### config.mk
export PLATFORM = sky130hd
export DESIGN_NAME = stump_ensemble
export DESIGN_NICKNAME = d
export VERILOG_FILES = /design/src/vote_mem_pkg.sv /design/src/vote_job_pkg.sv /design/src/stump_ensemble.sv /design/src/ensemble_ctrl.sv /design/src/vote_counter.sv /design/src/stump_core.sv /design/src/mem_arbiter.sv /design/src/sample_mem.sv
export VERILOG_INCLUDE_DIRS = /design/src
export SDC_FILE = /design/constraint.sdc
export NUM_CORES = 1
export LEC_CHECK = 0
export CORE_UTILIZATION = 40
export DETAILED_ROUTE_END_ITERATION = 10
export DONT_BUFFER_PORTS = 1
export MAX_ROUTING_LAYER = met4
export PLACE_DENSITY_LB_ADDON = 0.12
export SYNTH_ARGS = -nofsm -noshare
export SYNTH_HDL_FRONTEND = slang
export SYNTH_SLANG_ARGS = --single-unit
### constraint.sdc
create_clock -name clk -period 7.45 [get_ports clk]
set_clock_uncertainty 0.05 [all_clocks]
set_input_delay 0.745 -clock clk [delete_from_list [all_inputs] [get_ports clk]]
set_output_delay 0.745 -clock clk [all_outputs]
set_load 0.03 [all_outputs]
### src/stump_macros.svh
`ifndef STUMP_MACROS_SVH
`define STUMP_MACROS_SVH

// number of stump cores, arbiter and vote adder are built for four
`define NUM_CORES 4

// sample memory, 64 words of 16 bits
`define MEM_AW 6
`define MEM_DW 16

// region bases, features low and stumps high
`define FEAT_BASE 0
`define STUMP_BASE 32

// job limits
`define MAX_ROUNDS 8
`define ROUND_W 4

// signed vote sum width
`define VOTE_W 8

`endif
### src/vote_mem_pkg.sv
`default_nettype none
`include "stump_macros.svh"

package vote_mem_pkg;

    // feature word, only the low 10 bits carry data
    typedef struct packed {
        logic [5:0]        pad;
        logic signed [9:0] value;
    } feature_t;

    // stump descriptor
    // polarity set means the vote is inverted
    typedef struct packed {
        logic              polarity;
        logic [4:0]        feat_idx;
        logic signed [9:0] threshold;
    } stump_t;

    // one memory word, read either as feature or as stump
    typedef union packed {
        feature_t feature;
        stump_t   stump;
    } mem_word_u;

    // host write beat
    typedef struct packed {
        logic [`MEM_AW-1:0] addr;
        mem_word_u          data;
    } mem_wr_t;

endpackage

`default_nettype wire

### src/vote_job_pkg.sv
`default_nettype none
`include "stump_macros.svh"

package vote_job_pkg;

    import vote_mem_pkg::*;

    // job descriptor from host
    // rounds runs 1 to MAX_ROUNDS
    typedef struct packed {
        logic [`ROUND_W-1:0]   rounds;
        logic [`NUM_CORES-1:0] core_mask;
        logic                  tie_bit;
    } job_t;

    // result back to host
    // class_bit high means a negative sum
    typedef struct packed {
        logic                      class_bit;
        logic signed [`VOTE_W-1:0] vote_sum;
    } result_t;

    // core read request, address only
    typedef struct packed {
        logic [`MEM_AW-1:0] addr;
    } core_req_t;

    // read data returned to the cores
    // shared by all cores, rsp_valid picks the owner
    typedef struct packed {
        mem_word_u data;
    } core_rsp_t;

endpackage

`default_nettype wire

### src/stump_ensemble.sv
`timescale 1ns/10ps
`default_nettype none
`include "stump_macros.svh"

module stump_ensemble (
    input  wire                        clk,
    input  wire                        rst,
    input  wire vote_mem_pkg::mem_wr_t wr,
    input  wire                        wr_valid,
    output logic                       wr_ready,
    input  wire vote_job_pkg::job_t    job,
    input  wire                        job_valid,
    output logic                       job_ready,
    output vote_job_pkg::result_t      result,
    output logic                       result_valid,
    input  wire                        result_ready
);

    import vote_job_pkg::*;

    // core side of the arbiter
    core_req_t [`NUM_CORES-1:0] core_req;
    core_rsp_t                  core_rsp;
    logic [`NUM_CORES-1:0]      core_req_valid;
    logic [`NUM_CORES-1:0]      core_req_ready;
    logic [`NUM_CORES-1:0]      core_rsp_valid;

    // round control and votes
    logic [`NUM_CORES-1:0]      start_mask;
    logic [`ROUND_W-1:0]        round_idx;
    logic [`NUM_CORES-1:0]      core_done;
    logic [`NUM_CORES-1:0]      core_vote;
    logic [`NUM_CORES-1:0]      core_enable;
    logic                       preset;
    logic                       total_even;
    logic                       tie_bit;
    logic                       update;
    logic signed [`VOTE_W-1:0]  vote_sum;
    logic                       sign_bit;

    mem_arbiter u_arb (
        .clk       (clk),
        .rst       (rst),
        .req_valid (core_req_valid),
        .req       (core_req),
        .req_ready (core_req_ready),
        .rsp_valid (core_rsp_valid),
        .rsp       (core_rsp),
        .wr        (wr),
        .wr_valid  (wr_valid),
        .wr_ready  (wr_ready)
    );

    // peer cores with one stump slot each
    for (genvar k = 0; k < `NUM_CORES; k++) begin : g_core
        stump_core #(
            .CORE_ID (k)
        ) u_core (
            .clk         (clk),
            .rst         (rst),
            .round_start (start_mask[k]),
            .round_idx   (round_idx),
            .req_valid   (core_req_valid[k]),
            .req         (core_req[k]),
            .req_ready   (core_req_ready[k]),
            .rsp_valid   (core_rsp_valid[k]),
            .rsp         (core_rsp),
            .done        (core_done[k]),
            .vote        (core_vote[k])
        );
    end

    vote_counter u_cnt (
        .clk         (clk),
        .rst         (rst),
        .preset      (preset),
        .total_even  (total_even),
        .tie_bit     (tie_bit),
        .update      (update),
        .core_enable (core_enable),
        .core_vote   (core_vote),
        .vote_sum    (vote_sum),
        .sign_bit    (sign_bit)
    );

    // sign of the sum gives the class
    ensemble_ctrl u_ctrl (
        .clk          (clk),
        .rst          (rst),
        .job          (job),
        .job_valid    (job_valid),
        .job_ready    (job_ready),
        .round_start  (start_mask),
        .round_idx    (round_idx),
        .core_done    (core_done),
        .preset       (preset),
        .total_even   (total_even),
        .tie_bit      (tie_bit),
        .update       (update),
        .core_enable  (core_enable),
        .vote_sum     (vote_sum),
        .sign_bit     (sign_bit),
        .result       (result),
        .result_valid (result_valid),
        .result_ready (result_ready)
    );

endmodule

`default_nettype wire

### src/ensemble_ctrl.sv
`timescale 1ns/10ps
`default_nettype none
`include "stump_macros.svh"

module ensemble_ctrl (
    input  wire                       clk,
    input  wire                       rst,
    input  wire vote_job_pkg::job_t   job,
    input  wire                       job_valid,
    output logic                      job_ready,
    output logic [`NUM_CORES-1:0]     round_start,
    output logic [`ROUND_W-1:0]       round_idx,
    input  wire [`NUM_CORES-1:0]      core_done,
    output logic                      preset,
    output logic                      total_even,
    output logic                      tie_bit,
    output logic                      update,
    output logic [`NUM_CORES-1:0]     core_enable,
    input  wire signed [`VOTE_W-1:0]  vote_sum,
    input  wire                       sign_bit,
    output vote_job_pkg::result_t     result,
    output logic                      result_valid,
    input  wire                       result_ready
);

    import vote_job_pkg::*;

    typedef enum logic [2:0] {
        C_IDLE,
        C_PRESET,
        C_START,
        C_WAIT,
        C_UPDATE,
        C_RESULT
    } state_t;

    state_t state;
    job_t   job_q;
    logic   all_done;
    logic   last_round;

    // disabled cores count as finished
    assign all_done   = &(core_done | ~job_q.core_mask);
    assign last_round = (round_idx + 1'b1) == job_q.rounds;

    // product is odd only when both rounds and popcount are odd
    assign total_even  = !(job_q.rounds[0] && (^job_q.core_mask));
    assign tie_bit     = job_q.tie_bit;
    assign core_enable = job_q.core_mask;

    // pulses and handshakes straight from the state
    assign job_ready    = state == C_IDLE;
    assign preset       = state == C_PRESET;
    assign round_start  = (state == C_START) ? job_q.core_mask : '0;
    assign update       = state == C_UPDATE;
    assign result_valid = state == C_RESULT;

    // counter holds still while the result waits
    assign result = '{class_bit: sign_bit, vote_sum: vote_sum};

    always_ff @(posedge clk) begin
        if (rst) begin
            state     <= C_IDLE;
            round_idx <= '0;
        end else begin
            case (state)
                C_IDLE: begin
                    if (job_valid) begin
                        round_idx <= '0;
                        state     <= C_PRESET;
                    end
                end
                C_PRESET: state <= C_START;
                C_START:  state <= C_WAIT;
                C_WAIT: begin
                    if (all_done) begin
                        state <= C_UPDATE;
                    end
                end
                C_UPDATE: begin
                    if (last_round) begin
                        state <= C_RESULT;
                    end else begin
                        round_idx <= round_idx + 1'b1;
                        state     <= C_START;
                    end
                end
                C_RESULT: begin
                    if (result_ready) begin
                        state <= C_IDLE;
                    end
                end
                default: state <= C_IDLE;
            endcase
        end
    end

    // job copy taken on acceptance
    always_ff @(posedge clk) begin
        if (state == C_IDLE && job_valid) begin
            job_q <= job;
        end
    end

endmodule

`default_nettype wire

### src/vote_counter.sv
`timescale 1ns/10ps
`default_nettype none
`include "stump_macros.svh"

module vote_counter (
    input  wire                        clk,
    input  wire                        rst,
    input  wire                        preset,
    input  wire                        total_even,
    input  wire                        tie_bit,
    input  wire                        update,
    input  wire [`NUM_CORES-1:0]       core_enable,
    input  wire [`NUM_CORES-1:0]       core_vote,
    output logic signed [`VOTE_W-1:0]  vote_sum,
    output logic                       sign_bit
);

    logic signed [1:0]         sel [`NUM_CORES];
    logic signed [`VOTE_W-1:0] step;
    logic signed [`VOTE_W-1:0] preset_val;

    // per core weight of 0 when off and +1 or -1 otherwise
    always_comb begin
        for (int k = 0; k < `NUM_CORES; k++) begin
            if (!core_enable[k]) begin
                sel[k] = 2'sb00;
            end else if (core_vote[k]) begin
                sel[k] = 2'sb01;
            end else begin
                sel[k] = 2'sb11;
            end
        end
    end

    // four weights summed with sign extension
    always_comb begin
        step = '0;
        for (int k = 0; k < `NUM_CORES; k++) begin
            step = step + {{(`VOTE_W - 2){sel[k][1]}}, sel[k]};
        end
    end

    // even vote count starts one off zero so the sum cannot tie
    // tie_bit 0 leans positive and 1 leans negative
    always_comb begin
        if (!total_even) begin
            preset_val = '0;
        end else if (tie_bit) begin
            preset_val = '1;
        end else begin
            preset_val = {{(`VOTE_W - 1){1'b0}}, 1'b1};
        end
    end

    always_ff @(posedge clk) begin
        if (rst) begin
            vote_sum <= '0;
        end else if (preset) begin
            vote_sum <= preset_val;
        end else if (update) begin
            vote_sum <= vote_sum + step;
        end
    end

    // negative sum means class 1
    assign sign_bit = vote_sum[`VOTE_W-1];

    a_no_overlap: assert property (@(posedge clk) disable iff (rst)
        !(preset && update));

endmodule

`default_nettype wire

### src/stump_core.sv
`timescale 1ns/10ps
`default_nettype none
`include "stump_macros.svh"

module stump_core #(
    parameter int CORE_ID = 0
) (
    input  wire                          clk,
    input  wire                          rst,
    input  wire                          round_start,
    input  wire [`ROUND_W-1:0]           round_idx,
    output logic                         req_valid,
    output vote_job_pkg::core_req_t      req,
    input  wire                          req_ready,
    input  wire                          rsp_valid,
    input  wire vote_job_pkg::core_rsp_t rsp,
    output logic                         done,
    output logic                         vote
);

    import vote_mem_pkg::*;

    localparam int AW = `MEM_AW;

    typedef enum logic [1:0] {
        S_IDLE,
        S_STUMP,
        S_FEAT
    } state_t;

    state_t        state;
    stump_t        stump_q;
    feature_t      feat;
    logic [AW-1:0] stump_addr;
    logic [AW-1:0] feat_addr;
    logic          ge;

    // stump slot for this round and this core
    assign stump_addr = AW'(`STUMP_BASE) + AW'(round_idx) * AW'(`NUM_CORES) + AW'(CORE_ID);

    // feature named by the returning stump word
    assign feat_addr = AW'(`FEAT_BASE) + AW'(rsp.data.stump.feat_idx);

    // both sides are 10-bit signed
    assign feat = rsp.data.feature;
    assign ge   = $signed(feat.value) >= $signed(stump_q.threshold);

    // control
    always_ff @(posedge clk) begin
        if (rst) begin
            state     <= S_IDLE;
            req_valid <= 1'b0;
            done      <= 1'b0;
        end else begin
            // drop the request once the arbiter takes it
            if (req_valid && req_ready) begin
                req_valid <= 1'b0;
            end
            case (state)
                S_IDLE: begin
                    if (round_start) begin
                        done      <= 1'b0;
                        req_valid <= 1'b1;
                        state     <= S_STUMP;
                    end
                end
                S_STUMP: begin
                    // stump in hand, go for the feature
                    if (rsp_valid) begin
                        req_valid <= 1'b1;
                        state     <= S_FEAT;
                    end
                end
                S_FEAT: begin
                    if (rsp_valid) begin
                        done  <= 1'b1;
                        state <= S_IDLE;
                    end
                end
                default: state <= S_IDLE;
            endcase
        end
    end

    // address, stump and vote
    always_ff @(posedge clk) begin
        if (state == S_IDLE && round_start) begin
            req.addr <= stump_addr;
        end
        if (state == S_STUMP && rsp_valid) begin
            stump_q  <= rsp.data.stump;
            req.addr <= feat_addr;
        end
        // polarity flips the comparison
        if (state == S_FEAT && rsp_valid) begin
            vote <= ge ^ stump_q.polarity;
        end
    end

    a_idle_quiet: assert property (@(posedge clk) disable iff (rst)
        (state == S_IDLE) |-> !req_valid);

endmodule

`default_nettype wire

### src/mem_arbiter.sv
`timescale 1ns/10ps
`default_nettype none
`include "stump_macros.svh"

module mem_arbiter (
    input  wire                                      clk,
    input  wire                                      rst,
    input  wire [`NUM_CORES-1:0]                     req_valid,
    input  wire vote_job_pkg::core_req_t [`NUM_CORES-1:0] req,
    output logic [`NUM_CORES-1:0]                    req_ready,
    output logic [`NUM_CORES-1:0]                    rsp_valid,
    output vote_job_pkg::core_rsp_t                  rsp,
    input  wire vote_mem_pkg::mem_wr_t               wr,
    input  wire                                      wr_valid,
    output logic                                     wr_ready
);

    import vote_job_pkg::*;
    import vote_mem_pkg::*;

    localparam int IDW = $clog2(`NUM_CORES);

    logic [IDW-1:0]        last_id;
    logic [IDW-1:0]        grant_id;
    logic [`NUM_CORES-1:0] grant;
    logic [`NUM_CORES-1:0] rsp_sel;
    logic                  any_req;
    core_req_t             granted_req;
    logic [`MEM_AW-1:0]    mem_addr;
    logic                  mem_we;
    mem_word_u             mem_rdata;

    assign any_req = |req_valid;

    // round robin, search starts just past the last winner
    always_comb begin
        logic [IDW-1:0] idx;
        grant    = '0;
        grant_id = last_id;
        for (int i = 1; i <= `NUM_CORES; i++) begin
            idx = last_id + IDW'(i);
            if (grant == '0 && req_valid[idx]) begin
                grant[idx] = 1'b1;
                grant_id   = idx;
            end
        end
    end

    // cores first, host only on a quiet cycle
    assign req_ready   = grant;
    assign wr_ready    = !any_req;
    assign granted_req = req[grant_id];
    assign mem_addr    = any_req ? granted_req.addr : wr.addr;
    assign mem_we      = !any_req && wr_valid;

    // pointer and response owner
    always_ff @(posedge clk) begin
        if (rst) begin
            last_id <= IDW'(`NUM_CORES - 1);
            rsp_sel <= '0;
        end else begin
            rsp_sel <= grant;
            if (any_req) begin
                last_id <= grant_id;
            end
        end
    end

    // data goes to everyone, valid only to last cycle's winner
    assign rsp_valid = rsp_sel;
    assign rsp.data  = mem_rdata;

    sample_mem u_mem (
        .clk   (clk),
        .addr  (mem_addr),
        .we    (mem_we),
        .wdata (wr.data),
        .rdata (mem_rdata)
    );

    // single owner of the memory port per cycle
    a_one_owner: assert property (@(posedge clk) disable iff (rst)
        $onehot0(req_ready) && !(|req_ready && wr_ready));

endmodule

`default_nettype wire

### src/sample_mem.sv
`timescale 1ns/10ps
`default_nettype none
`include "stump_macros.svh"

module sample_mem (
    input  wire                          clk,
    input  wire [`MEM_AW-1:0]            addr,
    input  wire                          we,
    input  wire vote_mem_pkg::mem_word_u wdata,
    output vote_mem_pkg::mem_word_u      rdata
);

    import vote_mem_pkg::*;

    localparam int DEPTH = 2 ** `MEM_AW;

    // feature region then stump region
    mem_word_u mem [DEPTH];

    // write port
    always_ff @(posedge clk) begin
        if (we) begin
            mem[addr] <= wdata;
        end
    end

    // registered read, one cycle after addr
    // a write to the same address returns the old word
    always_ff @(posedge clk) begin
        rdata <= mem[addr];
    end

endmodule

`default_nettype wire

# Yosys cells after proc, flatten, opt, wreduce, memory -nomap -nowiden
# Memory sizes are Yosys's and may differ from the RTL's. A register that Yosys moved wholly into a read port is not among the register bits.
# Cells that the tools add are included.
# word_totals
register_bits,118
latch_bits,0
ram_bits,1024
rom_bits,0
inputBits,36
out_inout_bits,12
word_cells,265
mem_count,1
# classes
n_addsub,12
mul,0
div,0
order_cmp,13
n_eq_ne,30
shift,0
mux,102
n_bitwise,9
n_reduce_logical,58
# memory_table
memory,depth,word_bits,read_ports,rd_clocked_by_memory_dff,wr,line,source
u_arb.u_mem.mem,64,16,1,1,1,sample_mem.sv:18,mem_word_u mem [DEPTH];
# op_table
operator,n
two-way mux 2 bit,24
greater-or-equal comparator 10 bit,4
two-way mux 5 bit,8
two-way mux 8 bit,4
two-way mux 1 bit,30
AND reduction 3 bit,10
two-way mux 4 bit,7
!= test 2 bit (second input constant),14
logical AND 1 bit,26
adder 8 bit,3
one-hot mux 2 bit (3 select lines),4
nonzero test 2 bit,10
one-hot mux 3 bit (6 select lines),1
bitwise OR 4 bit,4
one-hot mux 1 bit (2 select lines),8
< comparator 2 x 3 -> 1 bit (second input constant),5
adder 6 x 2 -> 6 bit (second input constant),2
binary-select mux 6 bit (select 2 bit),1
zero test 4 bit,3
two-way mux 3 bit,4
two-way mux 6 bit,2
binary-select mux 1 bit (select 2 bit),4
demux 1 bit (select 2 bit),4
== test 2 x 1 -> 1 bit (second input constant),4
other kinds (22),38

# Depth between registers and ports, before layout
# logic_depth
word_depth,19
mapped_depth,24
depth_no_buf,18

# Hierarchy
# A second synthesis with hierarchy kept.
# hier_totals
hier_cells,2951
hier_area_um2,46837.4
# by_module_without_submodules
mod,n_inst,cells_per_inst,area_each_um2,seq_area_each_um2
sample_mem,1,2264,39480.4,31069.8
stump_core at g_core[0].u_core ...,2,87,1052.3,610.6
mem_arbiter,1,108,1078.5,120.1
vote_counter,1,125,1072.3,160.2
stump_core at g_core[3].u_core,1,95,1062.3,610.6
stump_core at g_core[1].u_core,1,88,1056.0,610.6
ensemble_ctrl,1,97,983.4,410.4

# Least setup slack after synthesis
# No wires, ideal clock.
# synth_timing
path_type,register -> register
from,register u_arb.last_id[0]
to,"memory u_arb.u_mem.mem[10][0] in the netlist's numbering, enable pin"
setup_ns,0.409
arrival_time_ns,5.585
required_ns,6.991
setup_slack_ns,1.405
path_stages_with_launch,23
n_path_buf,10
synth_period_minus_slack_ns,6.045
path_cell_list,dfxtp_1 -> buf_6 -> inv_1 -> ha_1 -> clkbuf_1 -> mux4_2 -> buf_6 -> a21bo_1 -> nor2_1 -> a21oi_1 -> o22a_2 -> and2_4 -> buf_6 -> a311o_2 -> nor2_2 -> buf_4 -> buf_4 -> buf_6 -> buf_2 -> buf_4 -> buf_2 -> nand2_1 -> nor3_1
# synth_between
elab_chain_len,18
word_cells_on_any_way,44
cone_classes,3 x add/sub; 6 x order compare; 24 x mux; 2 x bitwise; 9 x reduce/logical
# synth_lines
item,line,source
"start, declared",mem_arbiter.sv:23,logic [IDW-1:0] last_id;
"start signal, assigned",mem_arbiter.sv:59,last_id <= IDW'(`NUM_CORES - 1);
"start signal, assigned",mem_arbiter.sv:64,last_id <= grant_id;
adder 2 x 1 -> 2 bit,mem_arbiter.sv:41,idx = last_id + IDW'(i);
< comparator 2 x 3 -> 1 bit (implied by the code) / greater-or-equal comparator 2 x 1 -> 1 bit (equally long branches),mem_arbiter.sv:43,grant[idx] = 1'b1;
logical AND 1 bit (implied by the code),mem_arbiter.sv:43,
two-way mux 1 bit (implied by the code),mem_arbiter.sv:43,
demux 1 bit (select 2 bit),n/a,
two-way mux 4 bit,mem_arbiter.sv:42,if (grant == '0 && req_valid[idx]) begin
zero test 4 bit,mem_arbiter.sv:42,
logical AND 1 bit,mem_arbiter.sv:42,
[2 not listed],n/a,
logical AND 1 bit,mem_arbiter.sv:42,
two-way mux 4 bit,mem_arbiter.sv:42,
zero test 4 bit,mem_arbiter.sv:42,
logical AND 1 bit,mem_arbiter.sv:42,
two-way mux 2 bit *,mem_arbiter.sv:42,
binary-select mux 6 bit (select 2 bit) *,mem_arbiter.sv:52,assign granted_req = req[grant_id];
two-way mux 6 bit (implied by the code) *,mem_arbiter.sv:52,
two-way mux 6 bit *,mem_arbiter.sv:53,assign mem_addr = any_req ? granted_req.addr : wr.addr;
"end, declared",sample_mem.sv:18,
# Every way passes the cells marked *; elsewhere a longest branch is shown, timed or not. The select of a mux whose other input is x is not followed.

# Worst setup path in the final report
# layout_timing
from,register u_arb.last_id[0]
to,register u_arb.u_mem.rdata[0] in the netlist's numbering (read register of u_arb.u_mem.mem)
# layout_between
elab_chain_len,18
word_cells_on_any_way,44
cone_classes,3 x add/sub; 6 x order compare; 24 x mux; 2 x bitwise; 9 x reduce/logical
# layout_lines
item,line,source
adder 2 x 1 -> 2 bit,mem_arbiter.sv:41,
< comparator 2 x 3 -> 1 bit (implied by the code) / greater-or-equal comparator 2 x 1 -> 1 bit (equally long branches),mem_arbiter.sv:43,
logical AND 1 bit (implied by the code),mem_arbiter.sv:43,
two-way mux 1 bit (implied by the code),mem_arbiter.sv:43,
demux 1 bit (select 2 bit),n/a,
two-way mux 4 bit,mem_arbiter.sv:42,
zero test 4 bit,mem_arbiter.sv:42,
logical AND 1 bit,mem_arbiter.sv:42,
[2 not listed],n/a,
logical AND 1 bit,mem_arbiter.sv:42,
two-way mux 4 bit,mem_arbiter.sv:42,
zero test 4 bit,mem_arbiter.sv:42,
logical AND 1 bit,mem_arbiter.sv:42,
two-way mux 2 bit *,mem_arbiter.sv:42,
binary-select mux 6 bit (select 2 bit) *,mem_arbiter.sv:52,
two-way mux 6 bit (implied by the code) *,mem_arbiter.sv:52,
two-way mux 6 bit *,mem_arbiter.sv:53,
"end, declared",sample_mem.sv:10,output vote_mem_pkg::mem_word_u rdata
# Marks and branches as above.
# A chain may end at the register's enable or synchronous reset.

==> metrics.md <==
| Metric | Value |
|---|---|
| Die width | between 300 and 400 um |
| Pins Over Slew Limit | 0 |
| Syn nets | 3029 |
| First-pass GRT wire length | ~220000 um |
| Cell Int Power | 0.0144 W |
| Post-Syn Area per Cell | 16.0 sq um |
| Combinational share of power | between 40% and 50% |
| Worst Hold Depth | 0 |
| Routability Congestion | a little over 0.9 |
| TritonCTS Buffers | 130 |
| Most used DFF post-synth | edfxtp_1 |
| Number of synthesized flops with an enable pin | 1101 |
| Post-synth ARST share | 0% |
| Initial antenna violation count | 6 |
| Die Y | between 300 and 400 um |
| DRT Pass-1 Iters | 6 |
| Worst Setup End Kind | flip-flop |
| Clock tree from TritonCTS | done |
| Initial drt markers | 3648 |
| Worst Hold Class | in2reg |
| Final design area excluding fillers | 54100 sq um |
| Clk sink count | ~1200 |
| Maximum clock rate | 141 MHz |
| Cell taking the most area after synthesis | edfxtp_1 |
| Post-route clock period utilization | 95.4% |
| Ys Warns | 0 |
| Post-synthesis cell type count | 92 |
| Seq/Total Area, Yosys | 73.1% |
| Clock transition at path regs | 0.06 ns |
| Pleak | 18.0 nW |
| Place WS | 0.0772 ns |
| CP Data Arrival Time | ~7.6 ns |
| Avg WL per Cell | 33.8 um |
| Clock power frac | 25.2% |
| Worst-path fanout max | 14 |
| Vias | about 29000 |
| Core ar. | 116000 sq um |
| Final #Nets | between 3000 and 4000 |
| Critical path required time | 7.98 ns |
| Synth cell count leaders | 1101 x edfxtp_1, 194 x nand2_1, 166 x a22oi_1, 110 x nor2_1, 108 x mux2_2 |
| Placed Area | approximately 50000 sq um |
| Hold WS | ~0.044 ns |
| Final WL | between 150000 and 200000 um |
| Skew-Pair Late Insertion Delay | 0.75 ns |
| Vias in the first global route | 28300 |
| Max_slew headroom | 13.4% |
| Flop pwr share | a little under a third |
| Peak VDD IR | 0.293 mV |
| RSZ-0062 raised after global routing | no |
| Fin crit period | 7.11 ns |
| Final hold viol count | 0 |
| Total Routing Usage GR | 27.8% |
| Setup violations, final | 0 |
| P&R area growth vs syn | 15.7% |
| Grt total ovfl | 0 |
| Starting density of the core | 40.3% |
| Synth Register Bits | 1158 |
| Fillers | ~10000 |
| Pwr dens | 456 nW/um^2 |
| Setup TNS | 0 ns |
| DRC viols | 0 |
| FP Rows | approximately 130 |
| Synth top area share | around 71% |
| Largest net degree at the start of global routing | between 60 and 70 |
| Final core occ | a little under half |
| CP Class | reg2reg |
| # H-tree levels | 4 |
| Ports | between 40 and 50 |
| Via density | 6.10 |
| Status | complete, no violations |
| Mapped cell area | 46800 sq um |
| Switching power | 0.0103 W |
| Port buffer count | 0 |
| Layout cells sized above 1 | 19.8% |
| Worst Setup Start Kind | flip-flop |
| Cells after Synth | between 2000 and 3000 |
| Top post-synthesis cells by area | edfxtp_1 71%, a22oi_1 2.7%, mux2_2 2.6%, dfxtp_1 2.4%, mux2i_1 1.9% |
| Sw frac | 41.7% |
| Max cap viols | 0 |
| Most common cell in the synthesized netlist | edfxtp_1 |
| Die ar. | 118000 sq um |
| Worst-Margin Slew | 1.29 ns |
| R2R depth | 18 |
| Detailed placement HPWL | between 90000 and 100000 um |
| Longest Clk Path Bufs | 3 |
| CTS root buffer | clkbuf_16 |
| PnR worst setup slack | between 0.3 and 0.4 ns |
| ANT nets after route | 0 |
==> power by group through the flow <==
stage               registers, W  clock network [W]  logic (W)
finish                   0.00784            0.00623     0.0106
global route             0.00787            0.00655     0.0109
CTS                      0.00785            0.00630     0.0103
detailed placement       0.00798                  0     0.0103
global placement         0.00798                  0     0.0103
floorplan                0.00781                  0    0.00552
==> state kept, by name, summed over array words and instances, names as in the netlist <==
signal / cells
u_arb.last_id: 2
g_core.u_core.vote: 4
u_arb.u_mem.rdata: 16
u_arb.rsp_valid: 4
u_ctrl.state: 3
g_core.u_core.req_valid: 4
u_cnt.vote_sum: 8
g_core.u_core.done: 4
u_ctrl.job_q: 4
g_core.u_core.req: 24
u_ctrl.round_idx: 4
u_ctrl.core_enable: 4
u_arb.u_mem.mem: 1024
g_core.u_core.state: 8
u_ctrl.tie_bit: 1
g_core.u_core.stump_q: 44
==> kinds of logic (layout without fill, tap and decap cells) <==
| logic type | Yosys count | after routing | synth area share (%) |
|---|---|---|---|
| fa+ha+maj | 70 | 70 | 2.07 |
| simple gates | 557 | 558 | 5.66 |
| mux | 233 | 233 | 6.23 |
| flops | 1158 | 1158 | 73.1 |
| compound gates | 650 | 650 | 10.3 |
| other cells | 0 | 2 | 0 |
| xor+xnor | 18 | 18 | 0.337 |
| buf+inv | 237 | 521 | 2.27 |
==> cells in the final DEF (no fill, tap or decap), drive strengths merged, types with 8 or more instances in the layout <==
| cell | count |
|---|---|
| a22oi | 166 |
| a32oi | 12 |
| ha | 58 |
| buf | 206 |
| a22o | 14 |
| mux2i | 87 |
| mux2 | 111 |
| nor2 | 115 |
| o2bb2ai | 23 |
| mux4 | 35 |
| nand4 | 22 |
| a221oi | 47 |
| dlygate4sd3 | 11 |
| a21oi | 91 |
| a31oi | 42 |
| clkbuf | 163 |
| and3 | 27 |
| o21a | 8 |
| a221o | 14 |
| fa | 12 |
| edfxtp | 1101 |
| nand2b | 13 |
| o22a | 8 |
| xor2 | 9 |
| a311oi | 10 |
| o21ai | 67 |
| nor2b | 15 |
| a21o | 10 |
| inv | 72 |
| a222oi | 10 |
| nor3 | 67 |
| o211ai | 27 |
| nand2 | 196 |
| xnor2 | 9 |
| nand3 | 64 |
| dfxtp | 57 |
| clkinv | 61 |
| o22ai | 20 |
| a211oi | 23 |
==> path summary, 6_finish.rpt <==
kind                                        startpoint                              endpoint  slack (ns)
setup / recovery         u_arb.last_id[0]$_SDFFE_PP1N_          u_arb.u_mem.rdata[0]$_DFF_P_        0.34
hold / removal                                  wr[15]     u_arb.u_mem.mem[38][15]$_DFFE_PP_        0.04
setup reg to reg         u_arb.last_id[0]$_SDFFE_PP1N_          u_arb.u_mem.rdata[0]$_DFF_P_        0.34
hold reg to reg   g_core[0].u_core.req[5]$_SDFFE_PP0P_  g_core[0].u_core.req[5]$_SDFFE_PP0P_        0.44
==> routing by layer <==
metal	part of all wire, %	vias up	GRT usage [%]
met3	9.1	241	5.88
li1	-	12100	-
met1	42	15100	37.6
met5	0	-	-
met2	46	1459	42.0
met4	3.4	0	9.06
==> stage by stage <==
step | total power (W) | instances
global route | 0.0253 | 4733
finish | 0.0247 | 4734
global placement | 0.0183 | 4483
floorplan | 0.0133 | 2923
detailed placement | 0.0183 | 4483
CTS | 0.0245 | 4731
==> critical path: stages, from the launching register on <==
cell and delay (ns):
dfxtp_1 0.70, inv_1 0.28, ha_1 0.50, mux4_2 0.47, o31ai_1 0.17, o2111a_1 0.29, nand2_1 0.16, nor3_2 0.43
nor3_4 0.20, a311o_2 0.52, nor2_4 0.70, buf_4 0.28, buf_4 0.20, nor2_2 0.05, buf_4 0.24, a221oi_1 0.32
o32ai_1 0.24, nor4_1 0.94, nand4_1 0.18
==> what timing repair did <==
action,CTS,global route
endpoints found under the hold margin,68,0
resized for setup,0,3
hold buffers,12,0
setup buffers,0,0
endpoints found under the setup margin,0,4
==> area by class of cell <==
class	count	area (sq um)	share of cell area (%)
repair buffers	217	1770	3.27
multi-input cells	1529	11800	21.9
flip-flops and latches	1158	34200	63.2
clock buffers	163	3480	6.43
well taps	1524	1910	3.52
clock inverters	73	651	1.20
inverters	68	255	0.472
diodes	2	5.00	0.00925
No activity file was read; power rests on OpenSTA's default activity.
